===== config.mk =====
export PLATFORM = sky130hd
export DESIGN_NAME = imm_gen
export DESIGN_NICKNAME = d
export VERILOG_FILES = /design/src/decode_pkg.sv /design/src/imm_gen.sv
export VERILOG_INCLUDE_DIRS = /design/src /design/src/include
export SDC_FILE = /design/constraint.sdc
export NUM_CORES = 1
export LEC_CHECK = 0
export BUFFER_PORTS_ARGS = -buffer_cell sky130_fd_sc_hd__buf_2
export CAP_MARGIN = 20
export CORE_MARGIN = 5
export CORE_UTILIZATION = 38
export DETAILED_ROUTE_END_ITERATION = 7
export GPL_ROUTABILITY_DRIVEN = 0
export GPL_TIMING_DRIVEN = 0
export PLACE_DENSITY_LB_ADDON = 0.12
export SYNTH_ARGS = -nofsm -noshare
export SYNTH_HDL_FRONTEND = slang
export SYNTH_SLANG_ARGS = --single-unit
export TNS_END_PERCENT = 50

===== constraint.sdc =====
create_clock -name vclk -period 1.1
set_input_delay 0.055 -clock vclk [all_inputs]
set_output_delay 0.055 -clock vclk [all_outputs]
set_load 0.01 [all_outputs]

===== src/include/decode_params.svh =====
// RV64I base encodings only; widths assume a 32-entry integer register file
`ifndef DECODE_PARAMS_SVH
`define DECODE_PARAMS_SVH

`define XLEN        64              // data and pc width
`define ILEN        32              // instruction width
`define NUM_REGS    32              // integer registers
`define REG_ADDR_W  5               // register index width
`define NUM_SRC     2               // rs1 and rs2 lanes

`define OPC_LUI     7'b0110111
`define OPC_AUIPC   7'b0010111
`define OPC_JAL     7'b1101111
`define OPC_JALR    7'b1100111
`define OPC_BRANCH  7'b1100011
`define OPC_LOAD    7'b0000011
`define OPC_STORE   7'b0100011
`define OPC_OPIMM   7'b0010011
`define OPC_OP      7'b0110011
`define OPC_OPIMM32 7'b0011011
`define OPC_OP32    7'b0111011

`define F7_BASE     7'b0000000      // add, srl and friends
`define F7_ALT      7'b0100000      // sub, sra
`define F6_BASE     6'b000000       // rv64 immediate shifts, upper six bits
`define F6_ALT      6'b010000       // srai

`endif

===== src/decode_pkg.sv =====
// operation and format types for the decode stage; no M, CSR or system instructions
`include "decode_params.svh"

package decode_pkg;

    // one code per kept RV64I instruction, illegal sits at zero
    typedef enum logic [5:0] {
        OP_ILLEGAL = 6'd0,
        OP_LUI, OP_AUIPC, OP_JAL, OP_JALR,
        OP_BEQ, OP_BNE, OP_BLT, OP_BGE, OP_BLTU, OP_BGEU,
        OP_LB, OP_LH, OP_LW, OP_LD, OP_LBU, OP_LHU, OP_LWU,
        OP_SB, OP_SH, OP_SW, OP_SD,
        OP_ADDI, OP_SLTI, OP_SLTIU, OP_XORI, OP_ORI, OP_ANDI,
        OP_SLLI, OP_SRLI, OP_SRAI,
        OP_ADD, OP_SUB, OP_SLL, OP_SLT, OP_SLTU,
        OP_XOR, OP_SRL, OP_SRA, OP_OR, OP_AND,
        OP_ADDIW, OP_SLLIW, OP_SRLIW, OP_SRAIW,
        OP_ADDW, OP_SUBW, OP_SLLW, OP_SRLW, OP_SRAW
    } rv_op_e;

    typedef enum logic [2:0] {
        FMT_I = 3'd0,                       // also used for R-type, imm ignored
        FMT_S = 3'd1,
        FMT_B = 3'd2,
        FMT_U = 3'd3,
        FMT_J = 3'd4
    } imm_fmt_e;

    // what fetch hands over, valid travels beside it
    typedef struct packed {
        logic [`XLEN-1:0] pc;
        logic [`ILEN-1:0] inst;
    } fetch_pkt_t;

    typedef struct packed {
        logic [`REG_ADDR_W-1:0] idx;        // rs1 or rs2 field
        logic                   used;       // instruction really reads it
    } src_req_t;

    typedef struct packed {
        rv_op_e                 op;
        imm_fmt_e               fmt;
        logic [`REG_ADDR_W-1:0] rd;
        logic                   wen;        // writes rd
        src_req_t [`NUM_SRC-1:0] src;       // [0] rs1, [1] rs2
    } dec_ctrl_t;

    // whole register file as one packed bus
    typedef logic [`NUM_REGS-1:0][`XLEN-1:0] gpr_file_t;

    // toward execute, all zero while stalled
    typedef struct packed {
        logic [`XLEN-1:0]       pc;
        logic [`ILEN-1:0]       inst;
        rv_op_e                 op;
        logic [`REG_ADDR_W-1:0] rd;
        logic                   wen;
        logic [`XLEN-1:0]       src_a;      // gpr[rs1]
        logic [`XLEN-1:0]       src_b;      // gpr[rs2]
        logic [`XLEN-1:0]       imm;        // sign extended, per format
    } issue_pkt_t;

endpackage


===== src/imm_gen.sv =====
// all immediates sign extended from inst[31]; R-type words get the I value, unused downstream
`timescale 1ns/10ps
`include "decode_params.svh"

module imm_gen import decode_pkg::*; (
    input  logic [`ILEN-1:0] inst,
    input  imm_fmt_e         fmt,
    output logic [`XLEN-1:0] imm
);

    logic [`XLEN-1:0] imm_i;
    logic [`XLEN-1:0] imm_s;
    logic [`XLEN-1:0] imm_b;
    logic [`XLEN-1:0] imm_u;
    logic [`XLEN-1:0] imm_j;

    assign imm_i = {{(`XLEN-12){inst[31]}}, inst[31:20]};
    assign imm_s = {{(`XLEN-12){inst[31]}}, inst[31:25], inst[11:7]};   // split field
    assign imm_b = {{(`XLEN-13){inst[31]}}, inst[31], inst[7],
                    inst[30:25], inst[11:8], 1'b0};                     // halfword offset
    assign imm_u = {{(`XLEN-32){inst[31]}}, inst[31:12], 12'b0};
    assign imm_j = {{(`XLEN-21){inst[31]}}, inst[31], inst[19:12],
                    inst[20], inst[30:21], 1'b0};                       // jal scramble

    always_comb begin
        case (fmt)
            FMT_S:   imm = imm_s;
            FMT_B:   imm = imm_b;
            FMT_U:   imm = imm_u;
            FMT_J:   imm = imm_j;
            default: imm = imm_i;           // I and R-type
        endcase
    end

endmodule


# [Word-level counts from Yosys, hierarchy flattened]
# Cells that the tools add are included.
[word_totals] out_inout_bits=64 word_cells=5 input_bits=35 reg_bits=0
[classes] n_eq_ne=4 n_mux=1
[ops] operator="31-bit case mux with 4 select lines" n=1
[ops] operator="3-bit by 2-bit equality test with 1-bit output (second input constant)" n=2
[ops] operator="3-bit by 1-bit equality test with 1-bit output (second input constant)" n=1
[ops] operator="3-bit equality test (second input constant)" n=1

# [Logic depth before layout (Yosys ltp)]
# Gate-level depths: netlist (run 1).
[depth] ltp_word=2 depth_mapped=5 depth_no_buf=3

# [Worst setup path after synthesis (run 1)]
# No wires, ideal clock.
[synth_path] path_type="input-to-output" from="input port fmt[2]" to="output port imm[12]" arrival_ps=822 stages=4 slack_ps=223 n_path_buf=1 path_cell_list="or3b_1 > clkbuf_1 > nor2_1 > a211oi_1"
[synth_between] elab_chain_cells=2 word_cells_on_any_way=5 classes_between="eq/ne (4); mux (1)"
[synth_rtl] element="start, declared" line_no="imm_gen.sv:7" source="input imm_fmt_e fmt,"
[synth_rtl] element="3-bit equality test, or another cell as far along" line_no="imm_gen.sv:26" source="case (fmt)"
[synth_rtl] element="31-bit case mux with 4 select lines *" line_no="imm_gen.sv:26"
[synth_rtl] element="end, declared" line_no="imm_gen.sv:8" source="output logic [`XLEN-1:0] imm"
# Mark *: on every way between the ends. The rest lies on a longest branch, timed or not.

# [Final worst setup path (run 1)]
[layout_path] from="input port fmt[1]" to="output port imm[15]"
# The elaborated chain is that of the path after synthesis.

==> results.sh, run 1 <==
export IMPL_status="complete, no violations"
export IMPL_critPathTopFamily="simple AND/OR/NAND/NOR gates"
export IMPL_crit_path_max_incr_delay_ns=0.25
export IMPL_io_pins=99
export IMPL_num_rows=17
export IMPL_dr_pass1_iters=4
export IMPL_synthCells=122
export IMPL_slowest_stage="nor3_4"
export IMPL_multi_input_area_um2=556.8
export IMPL_cp_required_ns=1.04
export IMPL_yosys_cell_count_top_type="buf_4"
export IMPL_crit_top_cell="buf_6"
export IMPL_critPathArrivalTime_ns=1.00
export IMPL_synth_top_area_frac=0.3158
export IMPL_synth_commonest_cells="buf_4 (35), a21o_1 (11)"
export IMPL_final_hold_violation_count=0
export IMPL_holdCritPathClass="primary input to output port"
export IMPL_end_kind="output port"
export IMPL_vias_per_cell=4.654
export IMPL_period_minus_slack_ns=1.057
export IMPL_start_util=0.3873
export IMPL_hpwl_mm=2.367
export IMPL_seq_cell_count=0
export IMPL_syn_num_nets=157
export IMPL_first_global_vias=1036
export IMPL_ys_types=25
export IMPL_total_power_mw=0.6777
export IMPL_crit_buf_inv=3
export IMPL_syn_cell_area_um2=832.0
export IMPL_clkbuf_count=0
export IMPL_regArea_um2=0
export IMPL_die_area_mm2=0.003226
export IMPL_coreArea_mm2=0.002148
export IMPL_io_buffer_count=92
export IMPL_critPathKind="primary input to output port"
export IMPL_setup_violations=0
export IMPL_path_cells="buf_6 -> and3b_2 -> nor3_4 -> buf_6 -> a211oi_2 -> buf_2"
export IMPL_synth_avg_cell_area_um2=6.820
export IMPL_grt_max_degree=36
export IMPL_drv_slew=0
export IMPL_fill_cells=211
export IMPL_antenna_found_initial=0
export IMPL_max_slew_worst_pin_slew_ns=0.2620
export IMPL_wl_mm=2.964
export IMPL_cp_start_kind="primary input"
export IMPL_grt_pass1_wl_mm=4.629
export IMPL_remaining_drc_errors=0
export IMPL_syn2layout_area_growth_pct=74.14
export IMPL_fin_crit_sh=0.9613
export IMPL_grt_overflow=0
export IMPL_p_leak_nw=0.8621
export IMPL_die_h_um=56.80
export IMPL_cap_violations=0
export IMPL_drtAntennaViolNets=0
export IMPL_diodes=0
export IMPL_yosysWarningCount=0
export IMPL_max_slew_margin=0.8230
export IMPL_timing_fmax_ghz=0.9457
export IMPL_yosysSeqAreaShare=0
export IMPL_drt_iter0_drc=21
export IMPL_wire_per_inst_um=12.20
export IMPL_drive_gt1_frac=0.7023
export IMPL_crit_fanout=5
export IMPL_die_w_um=56.80
export IMPL_grt_usage=0.1664
export IMPL_fin_nets=252
export IMPL_dr_total_vias=1131
export IMPL_synth_area_top_cells="buf_4 (32%), a21o_1 (9.9%), a211oi_1 (7.2%), nor2b_1 (6.0%), o22ai_1 (6.0%)"
export IMPL_peakVddDrop_mv=0.2511
export IMPL_tns_ns=0
export IMPL_p_per_area_mw_per_mm2=467.8
export IMPL_synth_area_leader_cell="buf_4"
[cells by family after synthesis]
family,Yosys count,share of synthesized area
buffers and inverters,46,0.3835
AOI/OAI and AO/OA,42,0.3354
and+or+nand+nor,32,0.2571
muxes,2,0.02406
[through the flow]
step	hold WS (ns)	setup slack, ns	cell area (µm²)	util	std cells
floorplan	0.2018	0.2225	832.0	-	122
global placement	0.4011	-0.4320	1328	0.6179	242
CTS	0.4037	-0.008168	1413	0.6575	243
detailed placement	0.4020	-0.4976	1328	0.6179	242
finish	0.3995	0.04262	1449	0.6744	243
global route	0.4257	-0.007201	1449	0.6744	243
[final timing paths]
kind      end      from  slack, ns  cells past startpoint
max   imm[15]    fmt[1]       0.04                      6
min   imm[26]  inst[26]       0.40                      3
[power breakdown]
group          switching [mW]  leakage [nW]  internal, mW
clock                       0             0             0
sequential                  0             0             0
combinational           0.324         0.862         0.354
total                   0.324         0.862         0.354
[what timing repair did]
item,in CTS,in global routing
gates resized for setup,16,14
setup buffers,3,3
setup endpoints to repair,20,19
pin swaps,2,3
hold buffers,0,0
[routing by layer]
metal | track usage | vias to the layer above | share of wire
li1 | - | 590 | -
met4 | 0.003311 | 0 | 0
met1 | 0.2065 | 479 | 0.40
met5 | 0 | - | 0
met3 | 0.04138 | 0 | 0.11
met2 | 0.3036 | 62 | 0.49
[area by class of cell]
cell class                      instances  area share
Buffer                                 42      0.2185
Inverter                                2    0.005181
Multi-Input combinational cell         76      0.3843
Tap cell                               28     0.02418
Timing Repair Buffer                   95      0.3679
[cells in the final DEF, fill, tap and decap left out, types with 3 or more instances in the layout]
| cell type | synthesis | final |
|---|---|---|
| a21o_1 | 11 | 11 |
| and3b_1 | 4 | 3 |
| buf_2 | 5 | 92 |
| buf_6 | 1 | 6 |
| o22ai_1 | 8 | 8 |
| o21ai_0 | 6 | 6 |
| a211oi_2 | 0 | 8 |
| nand2_1 | 3 | 3 |
| buf_4 | 35 | 35 |
| nor2_1 | 8 | 8 |
| nor2b_1 | 8 | 8 |
| a21oi_1 | 6 | 6 |
(Power assumes the default switching activity.)
==> inputs of run 2 (changes only) <==
- CORE_UTILIZATION: 38 -> 32
- MAX_ROUTING_LAYER: unset -> met4
- clock period: 1.1 -> 0.9 ns (I/O delays scaled with it)
==> results.sh, run 2 (synthesized netlist as in run 1, its figures left out) <==
export IMPL_dr_pass1_iters=4
export IMPL_fin_nets=257
export IMPL_coreArea_mm2=0.002477
export IMPL_p_leak_nw=0.9117
export IMPL_wire_per_inst_um=12.94
export IMPL_num_rows=18
export IMPL_timing_fmax_ghz=0.9406
export IMPL_crit_fanout=8
export IMPL_final_cell_mix="buf_2 (87), buf_4 (41), a21o_1 (11)"
export IMPL_drtAntennaViolNets=0
export IMPL_die_area_mm2=0.003720
export IMPL_multi_input_area_um2=590.6
export IMPL_grt_max_degree=36
export IMPL_die_h_um=60.99
export IMPL_hold_path_cell_count=3
export IMPL_hpwl_mm=2.383
export IMPL_max_slew_worst_pin_slew_ns=0.2718
export IMPL_drt_iter0_drc=52
export IMPL_start_util=0.3359
export IMPL_holdPathEnd="imm[25]"
export IMPL_cap_violations=0
export IMPL_drv_slew=0
export IMPL_antenna_found_initial=0
export IMPL_dr_total_vias=1183
export IMPL_critPathKind="primary input to output port"
export IMPL_status="finished, violations left"
export IMPL_fin_crit_sh=1.181
export IMPL_fill_cells=231
export IMPL_cts_hold_buf=0
export IMPL_cp_start_kind="primary input"
export IMPL_seq_cell_count=0
export IMPL_remaining_drc_errors=0
export IMPL_finish_utilization=0.6288
export IMPL_cp_required_ns=0.85
export IMPL_clkbuf_count=0
export IMPL_io_buffer_count=92
export IMPL_final_hold_violation_count=0
export IMPL_setup_violations=26
export IMPL_syn2layout_area_growth_pct=87.22
export IMPL_hp_start="inst[25]"
export IMPL_grt_pass1_wl_mm=4.595
export IMPL_fin_ws_ns=-0.1632
export IMPL_vias_per_cell=4.732
export IMPL_drive_gt1_frac=0.7364
export IMPL_critPathArrivalTime_ns=1.02
export IMPL_max_slew_margin=0.8184
export IMPL_violations="negative setup slack"
export IMPL_rsz0062_at_grt="yes"
export IMPL_total_power_mw=0.8940
export IMPL_diodes=0
export IMPL_die_w_um=60.99
export IMPL_regArea_um2=0
export IMPL_first_global_vias=1062
export IMPL_peakVddDrop_mv=0.3418
export IMPL_holdCritPathClass="primary input to output port"
export IMPL_p_per_area_mw_per_mm2=573.9
export IMPL_startpoint="fmt[0]"
export IMPL_period_minus_slack_ns=1.063
export IMPL_mostFrequentLayoutCell="buf_2"
export IMPL_wl_mm=3.235
export IMPL_grt_usage=0.1572
export IMPL_end_kind="output port"
export IMPL_io_pins=99
export IMPL_grt_overflow=0
## run 2: changes by cell type in the layout (fill, tap and decap cells not counted), sizes merged
cell and change:
buf +5
## run 2: area by class of cell
cell class	count	area share
buffer	43	0.2225
tap	30	0.02410
timing repair buffer	99	0.3695
multi-input combinational	76	0.3791
inverter	2	0.004819
## run 2: timing repair
action                                  4_1_cts  5_1_grt
cloned                                        1        0
pin swaps                                     4        4
hold endpoints to repair                      0        0
setup buffers                                 7        2
endpoints found under the setup margin       25       31
resized for setup                            37       10
## run 2: per-stage QoR
step                cells  setup slack, ns  area (µm²)  TNS [ns]  hold WS [ns]
finish                250          -0.1632        1558    -2.343        0.3796
global route          250          -0.1979        1558    -3.941        0.3906
CTS                   249          -0.1320        1506    -2.276        0.3834
detailed placement    244          -0.6781        1330    -12.77        0.3820
global placement      244          -0.6246        1330    -11.78        0.3838
floorplan             122          0.04254       832.0         0        0.1818
## run 2: worst max-delay path, stage by stage
cell and delay (ns):
buf_4 0.13, or3b_4 0.46, nor2_1 0.15, a211oi_2 0.07
buf_2 0.16
## run 2: metal layers
metal,vias up,global-route usage,share of wire,wire length [µm]
met1,521,0.1892,0.40,1287
met5,-,-,0,0
met4,0,0.02167,0.019,62
li1,596,-,-,-
met3,7,0.004255,0.095,306
met2,59,0.2947,0.49,1579
## run 2: worst max-delay path by stage
stage	to	cells after the start
after floorplan	imm[12]	4
after global placement	imm[26]	6
after detailed placement	imm[26]	6
after CTS	imm[12]	7
after global routing	imm[14]	5
final	imm[18]	5
## run 2: power by group
group          switching (mW)  internal (mW)  total [mW]
Combinational           0.420          0.474       0.894
Sequential                  0              0           0
Clock                       0              0           0
