--- src/include/decode_params.svh ---
// RV64I base encodings only; widths assume a 32-entry integer register file
`ifndef DECODE_PARAMS_SVH
`define DECODE_PARAMS_SVH

`define XLEN        64              // data and pc width
`define ILEN        32              // instruction width
`define NUM_REGS    32              // integer registers
`define REG_ADDR_W  5               // register index width
`define NUM_SRC     2               // rs1 and rs2 lanes

`define OPC_LUI     7'b0110111
`define OPC_AUIPC   7'b0010111
`define OPC_JAL     7'b1101111
`define OPC_JALR    7'b1100111
`define OPC_BRANCH  7'b1100011
`define OPC_LOAD    7'b0000011
`define OPC_STORE   7'b0100011
`define OPC_OPIMM   7'b0010011
`define OPC_OP      7'b0110011
`define OPC_OPIMM32 7'b0011011
`define OPC_OP32    7'b0111011

`define F7_BASE     7'b0000000      // add, srl and friends
`define F7_ALT      7'b0100000      // sub, sra
`define F6_BASE     6'b000000       // rv64 immediate shifts, upper six bits
`define F6_ALT      6'b010000       // srai

`endif
--- src/decode_pkg.sv ---
// operation and format types for the decode stage; no M, CSR or system instructions
`include "decode_params.svh"

package decode_pkg;

    // one code per kept RV64I instruction, illegal sits at zero
    typedef enum logic [5:0] {
        OP_ILLEGAL = 6'd0,
        OP_LUI, OP_AUIPC, OP_JAL, OP_JALR,
        OP_BEQ, OP_BNE, OP_BLT, OP_BGE, OP_BLTU, OP_BGEU,
        OP_LB, OP_LH, OP_LW, OP_LD, OP_LBU, OP_LHU, OP_LWU,
        OP_SB, OP_SH, OP_SW, OP_SD,
        OP_ADDI, OP_SLTI, OP_SLTIU, OP_XORI, OP_ORI, OP_ANDI,
        OP_SLLI, OP_SRLI, OP_SRAI,
        OP_ADD, OP_SUB, OP_SLL, OP_SLT, OP_SLTU,
        OP_XOR, OP_SRL, OP_SRA, OP_OR, OP_AND,
        OP_ADDIW, OP_SLLIW, OP_SRLIW, OP_SRAIW,
        OP_ADDW, OP_SUBW, OP_SLLW, OP_SRLW, OP_SRAW
    } rv_op_e;

    typedef enum logic [2:0] {
        FMT_I = 3'd0,                       // also used for R-type, imm ignored
        FMT_S = 3'd1,
        FMT_B = 3'd2,
        FMT_U = 3'd3,
        FMT_J = 3'd4
    } imm_fmt_e;

    // what fetch hands over, valid travels beside it
    typedef struct packed {
        logic [`XLEN-1:0] pc;
        logic [`ILEN-1:0] inst;
    } fetch_pkt_t;

    typedef struct packed {
        logic [`REG_ADDR_W-1:0] idx;        // rs1 or rs2 field
        logic                   used;       // instruction really reads it
    } src_req_t;

    typedef struct packed {
        rv_op_e                 op;
        imm_fmt_e               fmt;
        logic [`REG_ADDR_W-1:0] rd;
        logic                   wen;        // writes rd
        src_req_t [`NUM_SRC-1:0] src;       // [0] rs1, [1] rs2
    } dec_ctrl_t;

    // whole register file as one packed bus
    typedef logic [`NUM_REGS-1:0][`XLEN-1:0] gpr_file_t;

    // toward execute, all zero while stalled
    typedef struct packed {
        logic [`XLEN-1:0]       pc;
        logic [`ILEN-1:0]       inst;
        rv_op_e                 op;
        logic [`REG_ADDR_W-1:0] rd;
        logic                   wen;
        logic [`XLEN-1:0]       src_a;      // gpr[rs1]
        logic [`XLEN-1:0]       src_b;      // gpr[rs2]
        logic [`XLEN-1:0]       imm;        // sign extended, per format
    } issue_pkt_t;

endpackage

--- src/decode_issue.sv ---
// single ID register; stalls only on scoreboard conflicts, issue_ready is not looked at here
`timescale 1ns/10ps
`include "decode_params.svh"

module decode_issue import decode_pkg::*; (
    input  logic                             clk,
    input  logic                             rst,
    input  logic                             fetch_valid,
    input  fetch_pkt_t                       fetch,
    output logic                             fetch_ready,
    output logic [`ILEN-1:0]                 held_inst,
    input  dec_ctrl_t                        ctrl,
    input  logic [`XLEN-1:0]                 imm,
    input  logic [`NUM_SRC-1:0][`XLEN-1:0]   operands,
    input  logic [`NUM_SRC-1:0]              conflicts,
    output logic                             issue_valid,
    output issue_pkt_t                       issue
);

    logic       held_valid;
    fetch_pkt_t held;
    logic       stall;

    assign stall       = |conflicts;        // any used source still busy
    assign fetch_ready = ~stall;

    always_ff @(posedge clk) begin
        if (rst) begin
            held_valid <= 1'b0;
        end else if (!stall) begin
            held_valid <= fetch_valid;      // bubble when fetch is idle
        end
    end

    always_ff @(posedge clk) begin
        if (!stall) begin
            held <= fetch;                  // hold pc/inst across the stall
        end
    end

    // empty slot decodes as the zero word, illegal with no sources
    assign held_inst = held_valid ? held.inst : '0;

    always_comb begin
        issue       = '0;                   // zeros while stalled
        issue_valid = 1'b0;
        if (!stall) begin
            issue_valid = held_valid;
            issue.pc    = held.pc;
            issue.inst  = held_inst;
            issue.op    = ctrl.op;
            issue.rd    = ctrl.rd;
            issue.wen   = ctrl.wen;
            issue.src_a = operands[0];      // rs1 lane
            issue.src_b = operands[1];      // rs2 lane
            issue.imm   = imm;
        end
    end

endmodule

--- config.mk ---
export PLATFORM = sky130hd
export DESIGN_NAME = decode_issue
export DESIGN_NICKNAME = d
export VERILOG_FILES = /design/src/decode_pkg.sv /design/src/decode_issue.sv
export VERILOG_INCLUDE_DIRS = /design/src /design/src/include
export SDC_FILE = /design/constraint.sdc
export NUM_CORES = 1
export LEC_CHECK = 0
export BUFFER_PORTS_ARGS = -buffer_cell sky130_fd_sc_hd__buf_4
export CORE_AREA = 2 2 256 258
export CTS_BUF_LIST = sky130_fd_sc_hd__clkbuf_4
export DETAILED_ROUTE_END_ITERATION = 7
export DIE_AREA = 0 0 258 260
export PLACE_DENSITY = 0.3
export SLEW_MARGIN = 20
export SYNTH_ARGS = -nofsm -noshare
export SYNTH_HDL_FRONTEND = slang
export SYNTH_SLANG_ARGS = --single-unit
--- constraint.sdc ---
create_clock -name clk -period 5.4 [get_ports clk]
set_input_delay 0.27 -clock clk [delete_from_list [all_inputs] [get_ports clk]]
set_output_delay 0.27 -clock clk [all_outputs]
set_load 0.03 [all_outputs]
; After elaboration in Yosys (flattened, before gate mapping)
; Cells that the tools add are included.
; Widths: inputs -> output; s select.
[word_totals]
romBits = 0
latchBits = 0
output_inout_bits = 334
mem_count = 0
ff_bits = 97
ram_bits = 0
[classes]
mux = 3
add_sub_neg = 0
magnitude_cmp = 0
n_eq_ne = 0
div_mod_pow = 0
reduce_logical = 1
bitwise = 1
shifts = 0
multipliers = 0
[ops]
columns = op, n
row1 = $mux 300, 1
row2 = $mux 32, 1
row3 = $reduce_or 2->1, 1
row4 = $mux 1, 1
row5 = $not 1->1, 1

; Longest topological paths before layout
; Gate-level depths: netlist (run 1).
[depth]
word_depth = 2
depth_mapped = 4

; Worst setup path after synthesis (run 1)
; OpenSTA, ideal clock, no wires.
[synth_path]
kind = input to register
startpoint = in conflicts[0]
endpoint = reg held[0] (netlist bit), enable pin
path_slack_ns = 0.572
required_time_ns = 4.847
stages = 1
arrival_time_ns = 4.275
n_path_buf = 0
cell_sequence = nor2_1
[synth_between]
elab_chain_cells = 1
[synth_rtl]
columns = item, line_no
row1 = from (decl), decode_issue.sv:15  ; input logic [`NUM_SRC-1:0] conflicts,
row2 = $reduce_or 2->1, decode_issue.sv:24  ; assign stall = |conflicts;
row3 = to (signal assigned), decode_issue.sv:37  ; held <= fetch;
row4 = to (decl), decode_issue.sv:21  ; fetch_pkt_t held;
; Every way passes these cells.
; A chain may end at the register's enable or synchronous reset.

==> results of run 1 <==
-- routing by layer --
layer / part of all wire / global-route usage / vias to the layer above
met4: 0.018 / 0.03051 / 6
li1: - / - / 2928
met3: 0.094 / 0.04435 / 47
met2: 0.56 / 0.2266 / 355
met5: 0.00087 / 0 / -
met1: 0.33 / 0.1081 / 2825
-- per-stage QoR --
| stage | worst slack, ns | cells |
|---|---|---|
| floorplan | 0.5724 | 471 |
| global placement | 2.784 | 1932 |
| detailed placement | 2.770 | 1932 |
| CTS | 2.766 | 2046 |
| global route | 2.672 | 2050 |
| finish | 2.975 | 2053 |
-- flip-flops by register name, summed over array words and instances, names as in the netlist --
register and flops:
held 96, held_valid 1
-- layout make-up --
cell class / instances / area (sq um) / share of cell area
timing repair buffer: 740 / 5826 / 0.4822
sequential: 97 / 2904 / 0.2404
multi-input combinational: 338 / 2125 / 0.1758
tap: 855 / 1070 / 0.08855
clock buffer: 10 / 75.07 / 0.006214
clock inverter: 6 / 65.06 / 0.005385
antenna: 7 / 17.52 / 0.001450
-- cells in the final DEF (no fill, tap or decap) --
| master | Yosys | layout |
|---|---|---|
| edfxtp_1 | 96 | 96 |
| dlygate4sd3_1 | 0 | 98 |
| nor2_4 | 1 | 2 |
| o21ai_0 | 1 | 1 |
| buf_12 | 0 | 2 |
| clkinvlp_4 | 0 | 1 |
| clkbuf_4 | 0 | 10 |
| clkinv_2 | 0 | 2 |
| or3b_1 | 1 | 1 |
| bufinv_16 | 0 | 1 |
| diode_2 | 0 | 7 |
| buf_4 | 0 | 640 |
| and2_1 | 333 | 333 |
| dfxtp_2 | 0 | 1 |
| a21oi_1 | 1 | 1 |
| inv_6 | 0 | 2 |
-- kinds of logic (layout without fill, tap and decap cells) --
logic type | count (synthesis) | after routing | synth area share
other | 0 | 7 | 0
AND/OR/NAND/NOR | 336 | 336 | 0.4041
buffers and inverters | 36 | 756 | 0.03719
flip-flops | 97 | 97 | 0.5568
AO/OA/AOI/OAI | 2 | 2 | 0.001918
-- worst max path at each step --
| stage | from | cells past startpoint | slack (ns) | to |
|---|---|---|---|---|
| floorplan | conflicts[0] | 1 | 0.57 | held[0] |
| detailed placement | conflicts[1] | 5 | 2.77 | issue[295] |
| global placement | conflicts[1] | 5 | 2.78 | issue[295] |
| global route | conflicts[1] | 5 | 2.67 | issue[295] |
| CTS | conflicts[1] | 5 | 2.77 | issue[295] |
| finish | conflicts[1] | 5 | 2.98 | issue[295] |
-- power by group --
group,leakage [nW],switching [mW],internal [mW]
registers,0.910,0.0144,0.882
logic,4.64,0.363,0.340
clock network,0.0772,0.323,0.148
total,5.62,0.700,1.37
==> results_dict.tcl, run 1 <==
set metrics [dict create \
    relSlewSlack 0.4266 \
    routed_wl_um 40280 \
    hold_buffers 98 \
    overflow 0 \
    drv_cap 0 \
    die_x_um 258 \
    synth.cells.most_frequent "and2_1, edfxtp_1, clkbuf_2, clkbuf_1, buf_6" \
    grt_max_degree 127 \
    worst_pin_slew_ns 0.8601 \
    timing.rr.start "held_valid" \
    slowest_stage "buf_4" \
    rr_worst_depth 3 \
    fin_util 0.1884 \
    clk_pin_slew_worst_paths_ns 0.21 \
    synth_top_area_cell "edfxtp_1" \
    antenna_found_initial 17 \
    final_area_sq_um 12080 \
    synth.distinct_cells 12 \
    cp_data_arrival_time_ns 2.15 \
    drc 0 \
    clk_latency_ns 0.54 \
    crit_family "buffers and inverters" \
    clockRootBuffer "clkbuf_4" \
    yosys_warnings 0 \
    synth-edff-count 96 \
    synth_seq_cells 97 \
    min_from "conflicts[0]" \
    max_stage_delay_ns 0.64 \
    crit_path_end_kind "primary output" \
    synth_seq_area_share 0.5568 \
    critPathMaxFanout 82 \
    nNetsFinal 1506 \
    critPathBufInv 3 \
    power.total_mw 2.070 \
    dieArea_sq_um 67080 \
    io_buffers 638 \
    synth_area_per_cell_sq_um 11.07 \
    cpMostUsedCell "buf_4" \
    period_share 0.4490 \
    first_pass_iters 4 \
    grt_pass1_wl_um 52530 \
    ir_drop_mv 0.08600 \
    rsz0062_at_grt "no" \
    run_status "finished, final reports clean" \
    post_drt_wl_per_cell_um 19.62 \
    cts_htree_levels 3 \
    leakage_nw 5.624 \
    drv_slew 0 \
    clock-sinks 97 \
    core.rowCount 93 \
    r2r-end "held_valid" \
    drt_iter0_markers 162 \
    finalHoldViolCount 0 \
    cts_tree "done" \
    fin_crit_ns 2.425 \
    netlist_area_sq_um 5214 \
    p_per_area_nw_per_um2 171.4 \
    post_cts_buffers 0 \
    synthFlopType "edfxtp_1" \
    io_pins 654 \
    core_area_sq_um 64120 \
    vias 6161 \
    critPathKind "primary input to primary output" \
    placed_cell_area_sq_um 10940 \
    hp-class "primary input to flop" \
    synth_nets 791 \
    areaGrowthSynthToFinish_pct 131.7 \
    post_cts_resized 0 \
    synth_area_leaders "edfxtp_1, and2_1, clkbuf_2, buf_6, dfxtp_1" \
    drive_gt1_frac 0.5550 \
    dpl.hpwl_um 33920 \
    n_fill_cell 7205 \
    whs_endpoint "held[26]" \
    vias_per_cell 3.001 \
    tns_ns 0 \
    worstHoldPathCells 2 \
    cts_max_path_buffers 2 \
    grt_usage 0.1143 \
    worst_hold_slack_ns 0.1713 \
    globalplace.congestion 0.8123 \
    fp.dieH_um 260 \
    cp-start-kind "primary input" \
    drtAntennaViolNets 0 \
    netlist_instances 471 \
    required_ns 5.13 \
    ys_async_sr_fraction 0 \
    crit_chain "buf_4 > nor2_4 > buf_4 > and2_1 > buf_4" \
    synth_top_cell_area_share 0.5529 \
    synth.most_common_cell "and2_1" \
    cts_buffers 9 \
    skew_ns 0 \
    reg2reg_slack_ns 3.50 \
    first_global_vias 6378 \
    timing.fmax_ghz 0.4124 \
    setup_viol 0 \
    start_util 0.08132 \
]
No activity file was read; power rests on OpenSTA's default activity.
==> run 2: changes to the inputs <==
==> constraint.sdc (replaced) <==
create_clock -name clk -period 2.3 [get_ports clk]
set_input_delay 0.115 -clock clk [delete_from_list [all_inputs] [get_ports clk]]
set_output_delay 0.115 -clock clk [all_outputs]
set_load 0.03 [all_outputs]
==> run 2 against run 1 <==
Die area stayed put; flip-flop and latch count stayed put; non-clock buffer count is 10 higher; setup slack worse by 2.8 ns.
==> results_dict.tcl, run 2 (synthesized netlist as in run 1, its figures left out) <==
set metrics [dict create \
    slowest_stage "dlygate4sd3_1" \
    cp_data_arrival_time_ns 1.99 \
    largest-register "held" \
    internal_power_mw 3.130 \
    vias_per_cell 3.002 \
    final_common_cell "buf_4" \
    core_area_sq_um 64120 \
    p_clk_frac 0.202 \
    reg_top3 "held x96, held_valid x1" \
    met3_usage 0.04766 \
    switchingPower_mw 1.577 \
    clk_latency_ns 0.57 \
    comb_power_share 0.352 \
    critPathMaxFanout 89 \
    max_stage_delay_ns 0.58 \
    worstSetupStartpoint "conflicts[1]" \
    p_per_area_nw_per_um2 386.5 \
    fp.dieH_um 260 \
    first_pass_iters 4 \
    power.total_mw 4.707 \
    grt_use_met1 0.1105 \
    cts_max_path_buffers 2 \
    relSlewSlack 0.6598 \
    dieArea_sq_um 67080 \
    critPathKind "primary input to primary output" \
    swShare 0.3351 \
    drt_iter0_markers 195 \
    rsz0062_at_grt "no" \
    drv_slew 0 \
    die_x_um 258 \
    vias 6197 \
    cpMostUsedCell "buf_4" \
    cts_buffers 9 \
    post_drt_wl_per_cell_um 19.15 \
    fin_crit_ns 2.110 \
    skew_ns 0 \
    clockRootBuffer "clkbuf_4" \
    grt_usage 0.1099 \
    rr_worst_depth 4 \
    core.rowCount 93 \
    drtAntennaViolNets 0 \
    grt_max_degree 180 \
    drv_cap 0 \
    final_area_sq_um 12180 \
    place_ws_ns 0.7120 \
    timing.rr.start "held_valid" \
    clk_pin_slew_worst_paths_ns 0.19 \
    setup_ws_ns 0.1904 \
    placed_cell_area_sq_um 11010 \
    grt_pass1_wl_um 50890 \
    tns_ns 0 \
    nNetsFinal 1516 \
    cts_tree "done" \
    drc 0 \
    cp-start-kind "primary input" \
    run_status "finished, final reports clean" \
    most-common-layout-cells "buf_4, and2_1, dlygate4sd3_1" \
    io_pins 654 \
    overflow 0 \
    clock-sinks 97 \
    ir_drop_mv 0.1970 \
    timing.fmax_ghz 0.4740 \
    cp.depth 6 \
    r2r-end "held_valid" \
    hp-class "primary input to flop" \
    setup_viol 0 \
    routed_wl_um 39530 \
    min_from "fetch[34]" \
    required_ns 2.18 \
    leakage_nw 5.678 \
    reg2reg_slack_ns 0.77 \
    largest_reg_flops 96 \
    io_buffers 638 \
    worstHoldPathCells 2 \
    worst_pin_slew_ns 0.5086 \
    period_share 0.9172 \
    top_usage_layer "met2" \
    critPathBufInv 4 \
    crit_chain "dlygate4sd3_1 > buf_4 > nor2_4 > clkbuf_8 > and2_1 > buf_4" \
    crit_path_end_kind "primary output" \
    cts_htree_levels 3 \
    globalplace.congestion 0.7681 \
    crit_family "buffers and inverters" \
    met2_usage 0.2070 \
    start_util 0.08132 \
    drive_gt1_frac 0.5554 \
    seq_power_share 0.446 \
    dpl.hpwl_um 32820 \
    areaGrowthSynthToFinish_pct 133.6 \
    whs_endpoint "held[34]" \
    first_global_vias 6388 \
    antenna_found_initial 35 \
    finalHoldViolCount 0 \
]
[run 2: power by group through the flow]
stage	Sequential [mW]	Clock, mW	Combinational [mW]
6_report	2.10	0.950	1.66
5_1_grt	2.11	1.10	1.77
4_1_cts	2.10	1.09	1.69
3_5_place_dp	2.14	0	1.53
3_3_place_gp	2.14	0	1.53
2_1_floorplan	2.13	0	0.683
[run 2: stage by stage]
stage          utilization  std cells  hold slack [ns]
2_1_floorplan            -        471           0.1841
6_report            0.1900       2064           0.2549
3_3_place_gp        0.1718       1938           0.2734
5_1_grt             0.1898       2060           0.1699
3_5_place_dp        0.1718       1938           0.2795
4_1_cts             0.1894       2055           0.1200
[run 2: worst max-delay path by stage]
stage                       endpoint  slack [ns]
after CTS                 issue[102]        0.07
after floorplan              held[0]        0.35
after global routing        issue[6]       0.008
after global placement      held[75]        0.72
after detailed placement  issue[102]        0.71
final                     issue[189]        0.19
[run 2: layout make-up]
type	count	area, sq um
well taps	855	1070
flip-flops and latches	97	2907
clock inverters	5	31.28
clock buffers	11	82.58
multi-input cells	338	2125
fillers	7212	51940
repair buffers	750	5944
diodes	8	20.02
[run 2: repair_timing]
action	4_1_cts	5_1_grt
setup endpoints to repair	4	1
gates resized for setup	1	3
endpoints found under the hold margin	106	0
buffers inserted	0	0
hold buffers	101	0
gates cloned	0	1
[run 2: layer usage]
layer  wire [um]  part of all wire
met1       13940              0.35
met2       21050              0.53
met3        3809             0.096
met4         680             0.017
met5          49            0.0012
==> run 3: changes to the inputs <==
--- a/config.mk
+++ b/config.mk
@@ -12,6 +12,8 @@
 export DETAILED_ROUTE_END_ITERATION = 7
 export DIE_AREA = 0 0 258 260
 export PLACE_DENSITY = 0.3
+export RECOVER_POWER = 25
+export SKIP_LAST_GASP = 1
 export SLEW_MARGIN = 20
 export SYNTH_ARGS = -nofsm -noshare
 export SYNTH_HDL_FRONTEND = slang
==> run 3 against run 2 <==
Flip-flop and latch count unchanged; wire length down 0.20%; die area unchanged; critical path depth is the same; combinational power is essentially flat; via count barely moved; first-iteration DRC count decreased by 1.0%.
==> results_dict.tcl, run 3 (synthesized netlist as in run 1, its figures left out) <==
set metrics [dict create \
    power.total_mw 4.690 \
    cts_tree "done" \
    reg2reg_slack_ns 0.77 \
    placed_cells 1938 \
    areaGrowthSynthToFinish_pct 132.7 \
    clockRootBuffer "clkbuf_4" \
    io_buffers 638 \
    min_from "fetch[34]" \
    skew_ns 0 \
    cts_htree_levels 3 \
    worstHoldPathCells 2 \
    grt_pass1_wl_um 50890 \
    first_global_vias 6388 \
    relSlewSlack 0.1698 \
    p_per_area_nw_per_um2 386.5 \
    setup_viol 0 \
    clock-sinks 97 \
    dieArea_sq_um 67080 \
    post_cts_buffers 0 \
    r2r-end "held_valid" \
    dpl.hpwl_um 32820 \
    period_share 0.9263 \
    cts_buffers 9 \
    routed_wl_um 39450 \
    fin_crit_ns 2.130 \
    vias_per_cell 3.003 \
    max_stage_delay_ns 0.58 \
    timing.fmax_ghz 0.4694 \
    crit_chain "dlygate4sd3_1 > buf_4 > nor2_4 > buf_6 > and2_1 > buf_4" \
    io_pins 654 \
    finalHoldViolCount 0 \
    required_ns 2.18 \
    fin_cells 2064 \
    n_fill_cell 7215 \
    largest-register "held" \
    cts_max_path_buffers 2 \
    overflow 0 \
    drtAntennaViolNets 0 \
    leakage_nw 5.635 \
    post_drt_wl_per_cell_um 19.11 \
    clk_pin_slew_worst_paths_ns 0.19 \
    nNetsFinal 1516 \
    critPathBufInv 4 \
    ir_drop_mv 0.1969 \
    drv_cap 0 \
    final_common_cell "buf_4" \
    multiInputGateArea_sq_um 2125 \
    rsz0062_at_grt "yes" \
    antenna_found_initial 35 \
    drive_gt1_frac 0.5520 \
    start_util 0.08132 \
    timing.rr.start "held_valid" \
    fp.dieH_um 260 \
    seqCellArea_sq_um 2907 \
    critPathKind "primary input to primary output" \
    core_area_sq_um 64120 \
    placed_cell_area_sq_um 11010 \
    cpMostUsedCell "buf_4" \
    grt_max_degree 180 \
    die_x_um 258 \
    grt_usage 0.1099 \
    drv_slew 0 \
    slowest_stage "dlygate4sd3_1" \
    reg_top3 "held x96, held_valid x1" \
    cp-start-kind "primary input" \
    vias 6199 \
    clk_latency_ns 0.56 \
    whs_endpoint "held[34]" \
    rr_worst_depth 4 \
    core.rowCount 93 \
    most-common-layout-cells "buf_4, and2_1, clkbuf_4" \
    largest_reg_flops 96 \
    crit_path_end_kind "primary output" \
    drt_iter0_markers 193 \
    critPathMaxFanout 89 \
    drc 0 \
    cp_data_arrival_time_ns 2.02 \
    hp-class "primary input to flop" \
    run_status "finished, final reports clean" \
    globalplace.congestion 0.7681 \
    final_area_sq_um 12130 \
    crit_family "buffers and inverters" \
    worstSetupStartpoint "conflicts[1]" \
    worst_pin_slew_ns 1.245 \
    first_pass_iters 4 \
]
==> run 3: cell count changes in the layout (fill, tap and decap cells not counted) <==
cell,delta
clkbuf_2,+1
buf_12,-2
clkbuf_1,+4
buf_6,+1
clkbuf_4,+94
clkbuf_8,-1
buf_4,-97
==> run 3: repair_timing <==
item	in CTS	in global routing
endpoints found under the setup margin	4	1
resized for setup	1	2
hold buffers	101	0
cloned	0	1
endpoints found under the hold margin	106	0
==> run 3: worst reg2reg max path, delay by kind of cell, from the launching register on <==
kind / cells / cell delay, ns
buffers and inverters: 2 / 0.74
AO/OA/AOI/OAI: 2 / 0.21
flip-flops: 1 / 0.54
==> run 3: worst max-delay path by stage <==
stage,endpoint,slack (ns),depth (start not counted)
finish,issue[189],0.17,6
global route,issue[6],-0.02,6
CTS,issue[102],0.07,6
detailed placement,issue[102],0.71,5
global placement,held[75],0.72,3
floorplan,held[0],0.35,1
==> run 3: per-layer routing <==
layer	vias to the layer above	part of all wire	global-route usage
li1	2950	-	-
met1	2802	0.35	0.1105
met2	371	0.53	0.2070
met3	68	0.097	0.04766
met4	8	0.017	0.02681
met5	-	0.0012	0
==> run 3: power breakdown <==
part	internal (mW)	switching, mW
clock	0.246	0.706
combinational	0.797	0.841
sequential	2.07	0.0279
total	3.11	1.58
==> run 3: per-stage QoR <==
step / TNS, ns / utilization / hold slack, ns / worst slack, ns
2_1_floorplan: 0 / - / 0.1841 / 0.3521
5_1_grt: -0.02900 / 0.1891 / 0.1897 / -0.01539
6_report: 0 / 0.1893 / 0.2726 / 0.1695
3_3_place_gp: 0 / 0.1718 / 0.2734 / 0.7158
4_1_cts: 0 / 0.1894 / 0.1200 / 0.07443
3_5_place_dp: 0 / 0.1718 / 0.2795 / 0.7120
==> run 3: cell type report <==
| cell class | count | share of cell area |
|---|---|---|
| clock buffer | 11 | 0.006806 |
| sequential | 97 | 0.2395 |
| multi-input combinational | 338 | 0.1751 |
| tap | 855 | 0.08816 |
| antenna | 8 | 0.001650 |
| clock inverter | 5 | 0.002578 |
| timing repair buffer | 750 | 0.4862 |
